`config.mk`:
```
export PLATFORM = sky130hd
export DESIGN_NAME = vdp_top
export DESIGN_NICKNAME = d
export VERILOG_FILES = /design/src/source/vdp_pkg.sv /design/src/source/vdp_cmd_fifo.sv /design/src/source/vdp_cpu_port.sv /design/src/source/vdp_top.sv /design/src/source/vdp_vram_seq.sv
export SDC_FILE = /design/constraint.sdc
export NUM_CORES = 1
export LEC_CHECK = 0
export BUFFER_PORTS_ARGS = -buffer_cell sky130_fd_sc_hd__buf_2
export CAP_MARGIN = 20
export CORE_UTILIZATION = 35
export CTS_BUF_LIST = sky130_fd_sc_hd__clkbuf_16
export CTS_CLUSTER_DIAMETER = 80
export DETAILED_ROUTE_END_ITERATION = 10
export PLACE_DENSITY = 0.61
export SLEW_MARGIN = 20
export SYNTH_ARGS = -nofsm -noshare
export SYNTH_HDL_FRONTEND = slang
export SYNTH_SLANG_ARGS = --single-unit
```
`constraint.sdc`:
```
create_clock -name MCLK -period 2.3 [get_ports MCLK]
set_input_delay 0.115 -clock MCLK [delete_from_list [all_inputs] [get_ports MCLK]]
set_output_delay 0.115 -clock MCLK [all_outputs]
set_load 0.1 [all_outputs]
```
`src/source/vdp_pkg.sv`:
```
`default_nettype none

package vdp_pkg;

	//////////////////////////////
	// bus widths
	//////////////////////////////

	localparam int VRAM_ADDR_W = 14;
	localparam int DATA_W = 8;

	// command buffer
	localparam int FIFO_DEPTH = 4;
	localparam int FIFO_PTR_W = 2;

	// strobe length of one vram cycle
	localparam int VRAM_ACCESS_CYCLES = 3;

	//////////////////////////////
	// display registers
	//////////////////////////////

	localparam int REG_COUNT = 11;
	localparam int REG_IDX_W = 4;

	localparam int REG_MODE2 = 1;
	localparam int DISP_EN_BIT = 6;

	localparam int REG_NAME_BASE = 2;
	localparam int NAME_BASE_W = 4;

	// code field of the second control byte
	typedef enum logic [1:0]
	{
		CODE_VRAM_READ  = 2'd0,
		CODE_VRAM_WRITE = 2'd1,
		CODE_REG_WRITE  = 2'd2,
		CODE_CRAM_WRITE = 2'd3
	} vdp_code_e;

	// buffer opcode
	typedef enum logic
	{
		OP_READ  = 1'b0,
		OP_WRITE = 1'b1
	} vdp_op_e;

endpackage

`default_nettype wire

```
`src/source/vdp_cmd_fifo.sv`:
```
`timescale 1ns/1ps
`default_nettype none

module vdp_cmd_fifo import vdp_pkg::*;
	(
	input wire MCLK,
	input wire rst_n_i,
	input wire cmd_req_i,
	input vdp_op_e cmd_op_i,
	input wire [VRAM_ADDR_W-1:0] cmd_addr_i,
	input wire [DATA_W-1:0] cmd_data_i,
	input wire seq_ack_i,
	output logic cmd_ack_o,
	output logic seq_req_o,
	output vdp_op_e seq_op_o,
	output logic [VRAM_ADDR_W-1:0] seq_addr_o,
	output logic [DATA_W-1:0] seq_data_o
	);

	typedef enum logic {PUSH_IDLE, PUSH_ACK} push_state_e;
	typedef enum logic [1:0] {POP_IDLE, POP_REQ, POP_WAIT} pop_state_e;

	push_state_e push_q;
	pop_state_e pop_q;

	vdp_op_e mem_op [FIFO_DEPTH];
	logic [VRAM_ADDR_W-1:0] mem_addr [FIFO_DEPTH];
	logic [DATA_W-1:0] mem_data [FIFO_DEPTH];

	logic [FIFO_PTR_W-1:0] wr_ptr_q, rd_ptr_q;
	logic [FIFO_PTR_W:0] count_q;
	logic full, empty;
	logic push, pop;

	assign full = (count_q == (FIFO_PTR_W+1)'(FIFO_DEPTH));
	assign empty = (count_q == '0);

	// store on a fresh request, pop when the sequencer took the head
	assign push = (push_q == PUSH_IDLE) & cmd_req_i & ~full;
	assign pop = (pop_q == POP_REQ) & seq_ack_i;

	always_ff @(posedge MCLK)
	begin
		if (push)
		begin
			mem_op[wr_ptr_q] <= cmd_op_i;
			mem_addr[wr_ptr_q] <= cmd_addr_i;
			mem_data[wr_ptr_q] <= cmd_data_i;
		end
	end

	always_ff @(posedge MCLK)
	begin
		if (!rst_n_i)
		begin
			wr_ptr_q <= '0;
			rd_ptr_q <= '0;
			count_q <= '0;
			push_q <= PUSH_IDLE;
			pop_q <= POP_IDLE;
		end
		else
		begin
			if (push)
				wr_ptr_q <= wr_ptr_q + 1'b1;
			if (pop)
				rd_ptr_q <= rd_ptr_q + 1'b1;
			if (push & ~pop)
				count_q <= count_q + 1'b1;
			else if (pop & ~push)
				count_q <= count_q - 1'b1;

			case (push_q)
				PUSH_IDLE: if (push) push_q <= PUSH_ACK;
				PUSH_ACK: if (!cmd_req_i) push_q <= PUSH_IDLE;
				default: push_q <= PUSH_IDLE;
			endcase

			case (pop_q)
				POP_IDLE: if (!empty) pop_q <= POP_REQ;
				POP_REQ: if (seq_ack_i) pop_q <= POP_WAIT;
				POP_WAIT: if (!seq_ack_i) pop_q <= POP_IDLE;
				default: pop_q <= POP_IDLE;
			endcase
		end
	end

	assign cmd_ack_o = (push_q == PUSH_ACK);
	assign seq_req_o = (pop_q == POP_REQ);

	// head entry
	assign seq_op_o = mem_op[rd_ptr_q];
	assign seq_addr_o = mem_addr[rd_ptr_q];
	assign seq_data_o = mem_data[rd_ptr_q];

	// count never passes the depth and agrees with the pointers
	a_no_push_full: assert property (@(posedge MCLK) disable iff (!rst_n_i)
		count_q <= (FIFO_PTR_W+1)'(FIFO_DEPTH)
			&& ((full || empty) == (wr_ptr_q == rd_ptr_q)));

	a_no_pop_empty: assert property (@(posedge MCLK) disable iff (!rst_n_i)
		pop |-> !empty);

endmodule

`default_nettype wire

```
`src/source/vdp_cpu_port.sv`:
```
`timescale 1ns/1ps
`default_nettype none

module vdp_cpu_port import vdp_pkg::*;
	(
	input wire MCLK,
	input wire rst_n_i,
	input wire cpu_strobe_i,
	input wire cpu_wr_i,
	input wire cpu_port_i,
	input wire [DATA_W-1:0] cpu_data_i,
	input wire cmd_ack_i,
	input wire rd_valid_i,
	input wire [DATA_W-1:0] rd_data_i,
	output logic [DATA_W-1:0] cpu_data_o,
	output logic cpu_wait_o,
	output logic cmd_req_o,
	output vdp_op_e cmd_op_o,
	output logic [VRAM_ADDR_W-1:0] cmd_addr_o,
	output logic [DATA_W-1:0] cmd_data_o,
	output logic disp_en_o,
	output logic [NAME_BASE_W-1:0] name_base_o
	);

	typedef enum logic [1:0]
	{
		HS_IDLE,
		HS_REQ,
		HS_DROP
	} hs_state_e;

	hs_state_e hs_q;

	logic toggle_q;
	logic [DATA_W-1:0] addr_lo_q;
	logic [VRAM_ADDR_W-1:0] addr_q;
	vdp_code_e code_q;
	logic [DATA_W-1:0] rd_buf_q;
	logic rd_pend_q;
	logic [DATA_W-1:0] regs_q [REG_COUNT];

	logic ctrl_wr, ctrl_rd, data_wr, data_rd;
	logic second_byte;
	vdp_code_e code_in;
	logic [VRAM_ADDR_W-1:0] new_addr;
	logic [REG_IDX_W-1:0] reg_idx;
	logic reg_we;
	logic prefetch_ctrl;
	logic issue;

	//////////////////////////////
	// access decode
	//////////////////////////////

	assign ctrl_wr = cpu_strobe_i & cpu_port_i & cpu_wr_i;
	assign ctrl_rd = cpu_strobe_i & cpu_port_i & ~cpu_wr_i;
	assign data_wr = cpu_strobe_i & ~cpu_port_i & cpu_wr_i;
	assign data_rd = cpu_strobe_i & ~cpu_port_i & ~cpu_wr_i;

	assign second_byte = ctrl_wr & toggle_q;
	assign code_in = vdp_code_e'(cpu_data_i[7:6]);
	assign new_addr = {cpu_data_i[VRAM_ADDR_W-DATA_W-1:0], addr_lo_q};
	// address bits 11:8
	assign reg_idx = cpu_data_i[REG_IDX_W-1:0];

	always_comb
	begin
		reg_we = 1'b0;
		prefetch_ctrl = 1'b0;
		if (second_byte)
		begin
			case (code_in)
				CODE_VRAM_READ: prefetch_ctrl = 1'b1;
				CODE_REG_WRITE: reg_we = (reg_idx < REG_IDX_W'(REG_COUNT));
				// no colour ram, both are plain write setup
				CODE_VRAM_WRITE, CODE_CRAM_WRITE: reg_we = 1'b0;
				default: reg_we = 1'b0;
			endcase
		end
	end

	assign issue = prefetch_ctrl | data_wr | data_rd;

	//////////////////////////////
	// address, code, read buffer
	//////////////////////////////

	always_ff @(posedge MCLK)
	begin
		if (!rst_n_i)
		begin
			toggle_q <= 1'b0;
			addr_lo_q <= '0;
			addr_q <= '0;
			code_q <= CODE_VRAM_READ;
			rd_buf_q <= '0;
			rd_pend_q <= 1'b0;
		end
		else
		begin
			if (rd_valid_i)
			begin
				rd_buf_q <= rd_data_i;
				rd_pend_q <= 1'b0;
			end
			if (ctrl_wr & ~toggle_q)
			begin
				addr_lo_q <= cpu_data_i;
				toggle_q <= 1'b1;
			end
			if (second_byte)
			begin
				code_q <= code_in;
				toggle_q <= 1'b0;
				addr_q <= prefetch_ctrl ? new_addr + 1'b1 : new_addr;
			end
			if (ctrl_rd)
				toggle_q <= 1'b0;
			if (data_wr | data_rd)
			begin
				toggle_q <= 1'b0;
				addr_q <= addr_q + 1'b1;
			end
			if (data_wr)
				rd_buf_q <= cpu_data_i;
			if (prefetch_ctrl | data_rd)
				rd_pend_q <= 1'b1;
		end
	end

	// no status register, a control read echoes the last code
	always_ff @(posedge MCLK)
	begin
		if (data_rd)
			cpu_data_o <= rd_buf_q;
		else if (ctrl_rd)
			cpu_data_o <= {code_q, {(DATA_W-2){1'b0}}};
	end

	// register bank
	always_ff @(posedge MCLK)
	begin
		if (!rst_n_i)
		begin
			for (int i = 0; i < REG_COUNT; i++)
				regs_q[i] <= '0;
		end
		else if (reg_we)
			regs_q[reg_idx] <= addr_lo_q;
	end

	assign disp_en_o = regs_q[REG_MODE2][DISP_EN_BIT];
	assign name_base_o = regs_q[REG_NAME_BASE][NAME_BASE_W-1:0];

	//////////////////////////////
	// request handshake
	//////////////////////////////

	always_ff @(posedge MCLK)
	begin
		if (!rst_n_i)
			hs_q <= HS_IDLE;
		else
		begin
			case (hs_q)
				HS_IDLE: if (issue) hs_q <= HS_REQ;
				HS_REQ: if (cmd_ack_i) hs_q <= HS_DROP;
				HS_DROP: if (!cmd_ack_i) hs_q <= HS_IDLE;
				default: hs_q <= HS_IDLE;
			endcase
		end
	end

	always_ff @(posedge MCLK)
	begin
		if (issue)
		begin
			cmd_op_o <= data_wr ? OP_WRITE : OP_READ;
			cmd_addr_o <= prefetch_ctrl ? new_addr : addr_q;
			cmd_data_o <= cpu_data_i;
		end
	end

	assign cmd_req_o = (hs_q == HS_REQ);
	assign cpu_wait_o = (hs_q != HS_IDLE) | rd_pend_q;

	a_no_strobe_in_wait: assert property (@(posedge MCLK) disable iff (!rst_n_i)
		cpu_wait_o |-> !cpu_strobe_i);

	a_req_held: assert property (@(posedge MCLK) disable iff (!rst_n_i)
		cmd_req_o && !cmd_ack_i |=> cmd_req_o && $stable(cmd_addr_o) && $stable(cmd_data_o));

endmodule

`default_nettype wire

```
`src/source/vdp_top.sv`:
```
`timescale 1ns/1ps
`default_nettype none

module vdp_top import vdp_pkg::*;
	(
	input wire MCLK,
	input wire rst_n_i,
	input wire cpu_strobe_i,
	input wire cpu_wr_i,
	input wire cpu_port_i,
	input wire [DATA_W-1:0] cpu_data_i,
	input wire [DATA_W-1:0] vram_data_i,
	output logic [DATA_W-1:0] cpu_data_o,
	output logic cpu_wait_o,
	output logic disp_en_o,
	output logic [NAME_BASE_W-1:0] name_base_o,
	output logic [VRAM_ADDR_W-1:0] vram_addr_o,
	output logic [DATA_W-1:0] vram_data_o,
	output logic vram_we_o,
	output logic vram_oe_o
	);

	//////////////////////////////
	// port to buffer
	//////////////////////////////

	logic cmd_req;
	logic cmd_ack;
	vdp_op_e cmd_op;
	logic [VRAM_ADDR_W-1:0] cmd_addr;
	logic [DATA_W-1:0] cmd_data;

	// buffer to sequencer
	logic seq_req;
	logic seq_ack;
	vdp_op_e seq_op;
	logic [VRAM_ADDR_W-1:0] seq_addr;
	logic [DATA_W-1:0] seq_data;

	// read return
	logic rd_valid;
	logic [DATA_W-1:0] rd_data;

	vdp_cpu_port u_port
		(
		.MCLK(MCLK),
		.rst_n_i(rst_n_i),
		.cpu_strobe_i(cpu_strobe_i),
		.cpu_wr_i(cpu_wr_i),
		.cpu_port_i(cpu_port_i),
		.cpu_data_i(cpu_data_i),
		.cmd_ack_i(cmd_ack),
		.rd_valid_i(rd_valid),
		.rd_data_i(rd_data),
		.cpu_data_o(cpu_data_o),
		.cpu_wait_o(cpu_wait_o),
		.cmd_req_o(cmd_req),
		.cmd_op_o(cmd_op),
		.cmd_addr_o(cmd_addr),
		.cmd_data_o(cmd_data),
		.disp_en_o(disp_en_o),
		.name_base_o(name_base_o)
		);

	vdp_cmd_fifo u_fifo
		(
		.MCLK(MCLK),
		.rst_n_i(rst_n_i),
		.cmd_req_i(cmd_req),
		.cmd_op_i(cmd_op),
		.cmd_addr_i(cmd_addr),
		.cmd_data_i(cmd_data),
		.seq_ack_i(seq_ack),
		.cmd_ack_o(cmd_ack),
		.seq_req_o(seq_req),
		.seq_op_o(seq_op),
		.seq_addr_o(seq_addr),
		.seq_data_o(seq_data)
		);

	vdp_vram_seq u_seq
		(
		.MCLK(MCLK),
		.rst_n_i(rst_n_i),
		.seq_req_i(seq_req),
		.seq_op_i(seq_op),
		.seq_addr_i(seq_addr),
		.seq_data_i(seq_data),
		.vram_data_i(vram_data_i),
		.seq_ack_o(seq_ack),
		.vram_addr_o(vram_addr_o),
		.vram_data_o(vram_data_o),
		.vram_we_o(vram_we_o),
		.vram_oe_o(vram_oe_o),
		.rd_valid_o(rd_valid),
		.rd_data_o(rd_data)
		);

endmodule

`default_nettype wire

```
`src/source/vdp_vram_seq.sv`:
```
`timescale 1ns/1ps
`default_nettype none

module vdp_vram_seq import vdp_pkg::*;
	(
	input wire MCLK,
	input wire rst_n_i,
	input wire seq_req_i,
	input vdp_op_e seq_op_i,
	input wire [VRAM_ADDR_W-1:0] seq_addr_i,
	input wire [DATA_W-1:0] seq_data_i,
	input wire [DATA_W-1:0] vram_data_i,
	output logic seq_ack_o,
	output logic [VRAM_ADDR_W-1:0] vram_addr_o,
	output logic [DATA_W-1:0] vram_data_o,
	output logic vram_we_o,
	output logic vram_oe_o,
	output logic rd_valid_o,
	output logic [DATA_W-1:0] rd_data_o
	);

	typedef enum logic [1:0]
	{
		IDLE,
		ACCESS,
		RETURN,
		RELEASE
	} seq_state_e;

	seq_state_e state_q;
	logic [$clog2(VRAM_ACCESS_CYCLES)-1:0] cnt_q;
	logic last_cycle;

	vdp_op_e op_q;
	logic [VRAM_ADDR_W-1:0] addr_q;
	logic [DATA_W-1:0] data_q;
	logic [DATA_W-1:0] rd_q;
	logic strobe;

	assign last_cycle = (cnt_q == $bits(cnt_q)'(VRAM_ACCESS_CYCLES - 1));

	//////////////////////////////
	// cycle FSM
	//////////////////////////////

	always_ff @(posedge MCLK)
	begin
		if (!rst_n_i)
		begin
			state_q <= IDLE;
			cnt_q <= '0;
			seq_ack_o <= 1'b0;
		end
		else
		begin
			case (state_q)
				IDLE:
				begin
					if (seq_req_i)
					begin
						seq_ack_o <= 1'b1;
						cnt_q <= '0;
						state_q <= ACCESS;
					end
				end
				ACCESS:
				begin
					cnt_q <= cnt_q + 1'b1;
					if (last_cycle)
						state_q <= RETURN;
				end
				RETURN: state_q <= RELEASE;
				RELEASE:
				begin
					// wait for the buffer to drop req
					if (!seq_req_i)
					begin
						seq_ack_o <= 1'b0;
						state_q <= IDLE;
					end
				end
				default: state_q <= IDLE;
			endcase
		end
	end

	// entry latched together with ack
	always_ff @(posedge MCLK)
	begin
		if (state_q == IDLE && seq_req_i)
		begin
			op_q <= seq_op_i;
			addr_q <= seq_addr_i;
			data_q <= seq_data_i;
		end
		if (state_q == ACCESS && last_cycle && op_q == OP_READ)
			rd_q <= vram_data_i;
	end

	assign vram_addr_o = addr_q;
	assign vram_data_o = data_q;
	assign vram_we_o = (state_q == ACCESS) & (op_q == OP_WRITE);
	assign vram_oe_o = (state_q == ACCESS) & (op_q == OP_READ);

	assign rd_valid_o = (state_q == RETURN) & (op_q == OP_READ);
	assign rd_data_o = rd_q;

	assign strobe = vram_we_o | vram_oe_o;

	a_we_oe_excl: assert property (@(posedge MCLK) disable iff (!rst_n_i)
		!(vram_we_o && vram_oe_o));

	a_strobe_len: assert property (@(posedge MCLK) disable iff (!rst_n_i)
		$rose(strobe) |-> strobe[*VRAM_ACCESS_CYCLES] ##1 !strobe);

endmodule

`default_nettype wire

```
Yosys cells after proc, flatten, opt, wreduce, memory -nomap -nowiden
Memory sizes are Yosys's and may differ from the RTL's. A register that Yosys moved wholly into a read port is not among the register bits. Index checks and enable logic that the tools add are counted.

Register bits after elaboration: 90. Bits in writable memories: 180. Input bits: 21. Output and inout bits: 38. Logic and storage cells: 149. Memories kept: 4.

Add/sub/neg operators: 7. $lt $le $gt $ge: 1. Equal/unequal tests: 19. Mux-type cells: 45. Bitwise operators: 30. Reductions and logical operators: 23.

Memory list: u_port.regs_q (depth 11, bits a word 8, read ports 2, clocked after Yosys merged registers in 0, wr ports 11, RTL line vdp_cpu_port.sv:40) `logic [DATA_W-1:0] regs_q [REG_COUNT];`; u_fifo.mem_addr (depth 4, bits a word 14, read ports 1, clocked after Yosys merged registers in 1, wr ports 1, RTL line vdp_cmd_fifo.sv:27) `logic [VRAM_ADDR_W-1:0] mem_addr [FIFO_DEPTH];`; u_fifo.mem_data (depth 4, bits a word 8, read ports 1, clocked after Yosys merged registers in 1, wr ports 1, RTL line vdp_cmd_fifo.sv:28) `logic [DATA_W-1:0] mem_data [FIFO_DEPTH];`; u_fifo.mem_op (depth 4, bits a word 1, read ports 1, clocked after Yosys merged registers in 1, wr ports 1, RTL line vdp_cmd_fifo.sv:26) `vdp_op_e mem_op [FIFO_DEPTH];`.

Operators by type and width (count): 14-bit 2-to-1 mux (4); 8-bit 2-to-1 mux (5); 14-bit by 1-bit adder with 14-bit output (second input constant) (2); 2-bit 2-to-1 mux (10); 1-bit 2-to-1 mux (17); 1-bit AND (16); 2-bit nonzero test (8); 2-bit == test (second input constant) (6); 2-bit != test (second input constant) (6); 2-bit case mux with 3 select lines (2); 3-bit AND reduction (4); 1-bit NOT (9); 2-bit logical NOT (4); 2-bit case mux with 4 select lines (1); 8-bit OR reduction (1); 2-bit by 1-bit adder with 2-bit output (second input constant) (3); 2-bit by 1-bit == test with 1-bit output (second input constant) (3); 3-bit 2-to-1 mux (2); 2-bit by 1-bit != test with 1-bit output (second input constant) (3); 1-bit OR (5); 4-bit < comparator (second input constant) (1); 4-bit 2-to-1 mux (1); 1-bit case mux with 2 select lines (2); 2-bit case mux with 2 select lines (1); 7 further kinds (9).

Depth between registers and ports, before layout
Gate-level depths: netlist of the first run.

Word-level depth: 9. Mapped depth: 10. Depth with buffers taken out: 9.

Modules after synthesis
From an unflattened synthesis of the first run, not the netlist that was laid out.

Cells, all modules: 610. Area total of the unflattened synthesis: 8699.6 µm².

Modules (own cells, without submodules): vdp_cmd_fifo (times used 1, cells an instance 178, area each 3916.3 µm², seq. area each 3002.9 µm²); vdp_cpu_port (times used 1, cells an instance 356, area each 3459.6 µm², seq. area each 1801.7 µm²); vdp_vram_seq (times used 1, cells an instance 76, area each 1323.8 µm², seq. area each 1031.0 µm²).

Worst setup path after synthesis of the first run
Ideal clock, no wire load.

Kind: reg-to-reg. From: register u_seq.state_q[1]. To: register u_seq.rd_q[0], in the netlist u_seq.rd_data_o[0] (enable). Setup time: 0.333 ns. Data arrival time: 2.428 ns. Required time: 1.967 ns. Setup slack: -0.460 ns. Stages on the path, launching flop included: 5. Path buffers: 0. Period minus slack after synthesis: 2.760 ns. Path through: dfxtp_1 inv_1 ha_1 nor2b_1 and2_1.

Longest elaborated chain between the ends: 3.

Ends and longest elaborated chain: start, declared (RTL line vdp_vram_seq.sv:30) `seq_state_e state_q;`; start signal, assigned (RTL line vdp_vram_seq.sv:50) `state_q <= IDLE;`; start signal, assigned (RTL line vdp_vram_seq.sv:63) `state_q <= ACCESS;`; start signal, assigned (RTL line vdp_vram_seq.sv:70) `state_q <= RETURN;`; 2-bit by 1-bit == test with 1-bit output (RTL line vdp_vram_seq.sv:96) `if (state_q == ACCESS && last_cycle && op_q == OP_READ)`; 1-bit logical AND (2 in series) (RTL line vdp_vram_seq.sv:96); end signal, assigned (RTL line vdp_vram_seq.sv:97) `rd_q <= vram_data_i;`; end, declared (RTL line vdp_vram_seq.sv:37) `logic [DATA_W-1:0] rd_q;`.

No other way between the ends. A chain may end at the register's enable or synchronous reset.

Worst setup path after layout of the first run
From: register u_fifo.count_q[0]. To: register u_fifo.count_q[2].

Longest elaborated chain between the ends: 6. Elaborated cells on any way between the ends: 11. Those cells by class: add/sub: 2; eq/ne: 1; mux: 2; bitwise: 5; reduce/logical: 1.

Ends and longest elaborated chain: start, declared (RTL line vdp_cmd_fifo.sv:31) `logic [FIFO_PTR_W:0] count_q;`; start signal, assigned (RTL line vdp_cmd_fifo.sv:69) `count_q <= count_q + 1'b1;`; start signal, assigned (RTL line vdp_cmd_fifo.sv:71) `count_q <= count_q - 1'b1;`; 3-bit == test (RTL line vdp_cmd_fifo.sv:35) `assign full = (count_q == (FIFO_PTR_W+1)'(FIFO_DEPTH));`; 1-bit NOT (RTL line vdp_cmd_fifo.sv:39) `assign push = (push_q == PUSH_IDLE) & cmd_req_i & ~full;`; 1-bit AND (RTL line vdp_cmd_fifo.sv:39); 1-bit NOT (RTL line vdp_cmd_fifo.sv:70) `else if (pop & ~push)`; 1-bit AND (RTL line vdp_cmd_fifo.sv:70); 2-bit nonzero test (no line).

Several ways; a longest one is shown, not always the timed one. The select of a mux whose other input is x is not followed.

==> results.json, run 1 <==
{
  "outcome": "completed",
  "p_per_area_mw_per_mm2": 985,
  "vdd_drop_max_v": 0.000435,
  "fmax_mhz": 480,
  "grt_antenna_before_repair": 0,
  "drive_above_1_share_pct": 21.7,
  "finalHoldViolCount": 0,
  "via_per_inst": 4.97,
  "synth_edf_count": 159,
  "async_flop_share_pct": 0,
  "drc": 0,
  "syn_inst": 571,
  "firstDrtPassIters": 5,
  "cp_max_fo": 4,
  "final.min_clock_period_ns": 2.09,
  "timing.rr.start": "u_fifo.count_q[0]",
  "required_ns": 2.73,
  "utilization_pct": 42.4,
  "crit_chain": "nor2_1 > nand2_1 > and3_1 > ha_1 > inv_1 > fa_1 > xor2_1 > or3_1 > a21oi_1",
  "fin_skew_ns": 0.00890,
  "worstSetupStartpoint": "u_fifo.count_q[0]",
  "wl_per_cell_um": 16.9,
  "layout_commonest_cell": "edfxtp_1",
  "cts_buffers": 22,
  "synth_fp_nets": 606,
  "drv_cap": 0,
  "yosysSeqAreaShare_pct": 68.4,
  "endpoint_kind": "register",
  "worst_pin_slew_ns": 0.799,
  "ys_ff_latch": 210,
  "seq_area_mm2": 0.00580,
  "die_y_um": 158,
  "wl_um": 16800,
  "finalSetupViolCount": 0,
  "io_pins": 59,
  "port_buffers": 58,
  "gp_congestion": 0.855,
  "clk_pin_slew_ns": 0.06,
  "hold_path.class": "in -> reg",
  "grt_setup_unrepaired": "false",
  "finalMaxSlewViolations": 0,
  "mostFrequentLayoutCells": "edfxtp_1 (159), buf_2 (58), dfxtp_1 (51), nand2_1 (42), nor2_1 (37)",
  "grtUsageTotal_pct": 14.0,
  "num_rows": 56,
  "syn_area_mm2": 0.00847,
  "synth_flop_cell": "edfxtp_1",
  "drtIter0Drc": 308,
  "fin_area_mm2": 0.0100,
  "diodes": 0,
  "fin_setup_tns_ns": 0,
  "critPathLaunchType": "register",
  "grt_pass1_wl_um": 26700,
  "antenna_left": 0,
  "tritoncts": "built",
  "first_global_vias": 5052,
  "dieArea_mm2": 0.0248,
  "syn2layout_area_growth_pct": 18.2,
  "initial_core_util_pct": 35.9,
  "synth_top_area_cell": "edfxtp_1",
  "place_area_mm2": 0.00918,
  "post-route-period-util_pct": 90.7,
  "avgSynthCellArea_um2": 14.8,
  "slowest_stage": "dfxtp_1",
  "nets": 695,
  "vias": 4935,
  "post_cts_buffers": 0,
  "cts.path.max_buffers": 3,
  "p_leak_nw": 3.49,
  "synth_cell_types": 58,
  "netlist_top_cells_area": "edfxtp_1 (56%), dfxtp_1 (12%), mux4_2 (6.1%)",
  "clk_latency_ns": 0.51,
  "core_area_mm2": 0.0236,
  "die_width_um": 158,
  "root_buffer": "clkbuf_16",
  "critPathArrivalTime_ns": 2.51,
  "cts_sinks": 210,
  "dpl.hpwl_um": 10900,
  "htreeDepth": 1,
  "grt_overflow_total": 0,
  "synth-warning-count": 0,
  "multi_input_area_mm2": 0.00250,
  "critical_path.max_stage_delay_ns": 0.42,
  "fillCellCount": 2119,
  "holdWs_ns": 0.0173,
  "crit_type": "reg -> reg",
  "min_from": "cpu_data_i[0]",
  "grt_start_max_net_pins": 44,
  "yosysTopAreaCellShare_pct": 56.3,
  "relSlewSlack_pct": 46.6
}
where the power goes:
part | internal (mW) | switching, mW | total (mW)
Combinational | 0.507 | 1.48 | 1.99
Sequential | 4.42 | 0.155 | 4.57
Clock | 1.91 | 1.39 | 3.30
Total | 6.83 | 3.03 | 9.86
cell usage after synthesis, drive strengths merged, types with 2 or more instances:
cell type,count
a2111oi,3
a21oi,23
mux4,23
buf,13
xor2,8
o31a,3
nand2b,5
nor2b,5
a211oi,10
nor3,4
nand3,11
inv,14
o211ai,2
mux2i,13
nand2,42
o21ai,17
and3,7
edfxtp,159
a31oi,2
o21a,3
nor2,37
mux2,15
clkbuf,13
a41oi,2
ha,13
and2,24
or3,6
dfxtp,51
and4,3
nand4,9
o31ai,5
xnor2,7
nor4,3
flip-flops by register name, indices dropped and copies added (netlist names), 2 cells and up:
signal and count:
u_fifo.count_q 3, u_seq.state_q 2, u_seq.vram_data_o 8, u_seq.vram_addr_o 14, u_seq.cnt_q 2, u_fifo.rd_ptr_q 2
u_port.cmd_addr_o 14, u_port.regs_q 5, u_fifo.mem_data 32, u_fifo.pop_q 2, u_fifo.wr_ptr_q 2, u_seq.rd_data_o 8
u_port.addr_q 14, u_port.hs_q 2, u_fifo.mem_op 4, u_port.cpu_data_o 8, u_port.cmd_data_o 8, u_port.code_q 2
u_port.addr_lo_q 8, u_fifo.mem_addr 56, u_port.rd_buf_q 8
repair_timing:
item / in CTS / in global routing
endpoints found under the hold margin: 30 / 0
hold buffers: 16 / 0
resized for setup: 0 / 0
setup endpoints to repair: 0 / 0
logic make-up (layout without fill, tap and decap cells):
family          after synthesis  after routing  share of synthesized area, %
mux                          51             51                          9.64
xor+xnor                     15             15                          1.55
compound gates               77             77                          5.88
buf+inv                      41            143                          2.10
fa+ha+maj                    14             14                          2.16
simple gates                163            163                          10.3
flops                       210            210                          68.4
final cells by class:
class	count	share of cell area, %
clock buffers	23	5.75
well taps	319	3.99
clock inverters	14	0.950
repair buffers	91	5.90
flip-flops and latches	210	57.9
inverters	15	0.562
multi-input cells	320	25.0
worst paths after layout:
kind	slack, ns	cells after the start	end
hold / removal	0.02	3	u_port.addr_lo_q[0]
setup / recovery	0.21	9	u_fifo.count_q[2]
setup reg to reg	0.21	9	u_fifo.count_q[2]
hold reg to reg	0.46	2	u_port.code_q[0]
per-layer routing:
| layer | share of wire (%) | global-route usage [%] |
|---|---|---|
| met4 | 3.1 | 5.41 |
| met5 | 0 | 0 |
| met1 | 46 | 18.6 |
| met3 | 5.2 | 2.49 |
| met2 | 46 | 22.8 |
stage by stage:
step | total power, mW | worst slack [ns] | instances
after detailed placement | 6.64 | 0.256 | 939
after global placement | 6.58 | 0.348 | 939
after global routing | 10.3 | 0.0237 | 992
after CTS | 9.98 | 0.214 | 992
final | 9.86 | 0.215 | 992
after floorplan | 6.24 | 0.106 | 571
worst max-delay path: cells and delay by family (launching register included):
kind                       cells  cell delay [ns]
AOI/OAI and AO/OA              1             0.14
xor gates and xnor gates       1             0.16
adders and majority gates      2             0.57
buffers and inverters          1             0.06
DFF                            1             0.42
and+or+nand+nor                4             0.66
Note: power is estimated with default switching activity, not from simulation.
==> run 2: changes to the inputs <==
Settings changed: CORE_ASPECT_RATIO set to 1.5, MAX_ROUTING_LAYER set to met4, PLACE_DENSITY 0.61 to not set, PLACE_DENSITY_LB_ADDON set to 0.15.
==> results.json, run 2 (synthesis results as in run 1) <==
{
  "die_y_um": 193,
  "dieArea_mm2": 0.0248,
  "tritoncts": "built",
  "clk_pin_slew_ns": 0.06,
  "syn2layout_area_growth_pct": 19.6,
  "dp.cells": 943,
  "layout_commonest_cell": "edfxtp_1",
  "p_per_area_mw_per_mm2": 1010,
  "endpoint_kind": "register",
  "drtIter0Drc": 312,
  "instances_no_fill": 997,
  "finalHoldViolCount": 0,
  "setup_ws_ns": 0.214,
  "p_leak_nw": 3.53,
  "initial_core_util_pct": 35.7,
  "mostFrequentLayoutCells": "edfxtp_1 (159), buf_2 (58), dfxtp_1 (51), nand2_1 (42), nor2_1 (37)",
  "grt_setup_unrepaired": "false",
  "diodes": 0,
  "hold_path.class": "in -> reg",
  "cts_sinks": 210,
  "num_rows": 69,
  "drv_cap": 0,
  "drive_above_1_share_pct": 22.9,
  "gp_congestion": 0.855,
  "relSlewSlack_pct": 53.9,
  "critPathLaunchType": "register",
  "fin_skew_ns": 0.0111,
  "finalMaxSlewViolations": 0,
  "crit_type": "reg -> reg",
  "cts.path.max_buffers": 3,
  "finalSetupViolCount": 0,
  "critPathArrivalTime_ns": 2.51,
  "grt_start_max_net_pins": 44,
  "cts_resized": 0,
  "die_width_um": 129,
  "top_register": "u_fifo.mem_addr",
  "fin_setup_tns_ns": 0,
  "nets": 698,
  "port_buffers": 58,
  "htreeDepth": 1,
  "place_area_mm2": 0.00923,
  "wl_per_cell_um": 17.2,
  "grt_overflow_total": 0,
  "vdd_drop_max_v": 0.000510,
  "outcome": "completed",
  "reg_top3": "u_fifo.mem_addr x56, u_fifo.mem_data x32",
  "worst_pin_slew_ns": 0.687,
  "core_area_mm2": 0.0237,
  "grt_antenna_before_repair": 0,
  "clk_latency_ns": 0.49,
  "dp_slack_ns": 0.231,
  "seq_area_mm2": 0.00580,
  "vias": 4932,
  "dpl.hpwl_um": 11500,
  "largest_register_ffs": 56,
  "grtUsageTotal_pct": 14.9,
  "wl_um": 17200,
  "cts_buffers": 21,
  "firstDrtPassIters": 6,
  "root_buffer": "clkbuf_16",
  "post_cts_buffers": 0,
  "fmax_mhz": 479,
  "fin_area_mm2": 0.0101,
  "io_pins": 59,
  "hold_buffers": 16,
  "required_ns": 2.72,
  "cp_max_fo": 4,
  "post-route-period-util_pct": 90.7,
  "drc": 0,
  "final.min_clock_period_ns": 2.09,
  "multi_input_area_mm2": 0.00250,
  "antenna_left": 0,
  "grt_pass1_wl_um": 27500,
  "first_global_vias": 5082,
  "via_per_inst": 4.95,
  "fillCellCount": 2195
}
## run 2: changes by cell type in the layout (fill, tap and decap cells not counted), sizes merged
cell / before / now
inv: 21 / 20
buf: 75 / 79
clkbuf: 23 / 21
clkinv: 7 / 6
clkinvlp: 0 / 1
bufinv: 1 / 5
## run 2: layout make-up
class	count	area share, %
multi-input combinational	320	24.7
clock buffer	21	5.19
inverter	15	0.556
tap	319	3.94
clock inverter	17	2.17
timing repair buffer	95	6.25
sequential	210	57.2
## run 2: final timing paths
path,to,startpoint,slack (ns),cells after the start
worst max-delay path,u_fifo.count_q[2],u_fifo.count_q[0],0.21,9
worst min-delay path,u_port.cmd_data_o[0],cpu_data_i[0],0.02,1
worst max register to register,u_fifo.count_q[2],u_fifo.count_q[0],0.21,9
worst min register to register,u_port.code_q[1],u_port.code_q[1],0.46,2
## run 2: worst max-delay path: stages, from the launching register on
cell and delay, ns:
dfxtp_1 0.43, nor2_1 0.07, nand2_1 0.08, and3_1 0.19, ha_1 0.20, inv_1 0.07, fa_1 0.37, xor2_1 0.15
or3_1 0.31, a21oi_1 0.15
## run 2: stage by stage
step,total power [mW],hold slack (ns),utilization (%)
finish,10.2,0.0214,42.7
global route,10.6,0.0130,42.7
CTS,10.4,0.00527,42.7
detailed placement,6.66,0.293,38.9
global placement,6.62,0.291,38.9
floorplan,6.24,0.214,-
## run 2: per-layer routing
layer | routed length [µm] | global-route usage (%)
met5 | 0 | -
met4 | 529 | 6.97
met3 | 685 | 1.91
met2 | 9020 | 25.8
met1 | 6910 | 17.0
## run 2: power breakdown
| part | total, mW | switching (mW) | leakage (nW) | internal, mW |
|---|---|---|---|---|
| clock | 3.66 | 1.42 | 0.372 | 2.24 |
| combinational | 1.99 | 1.48 | 1.28 | 0.510 |
| sequential | 4.58 | 0.163 | 1.88 | 4.41 |
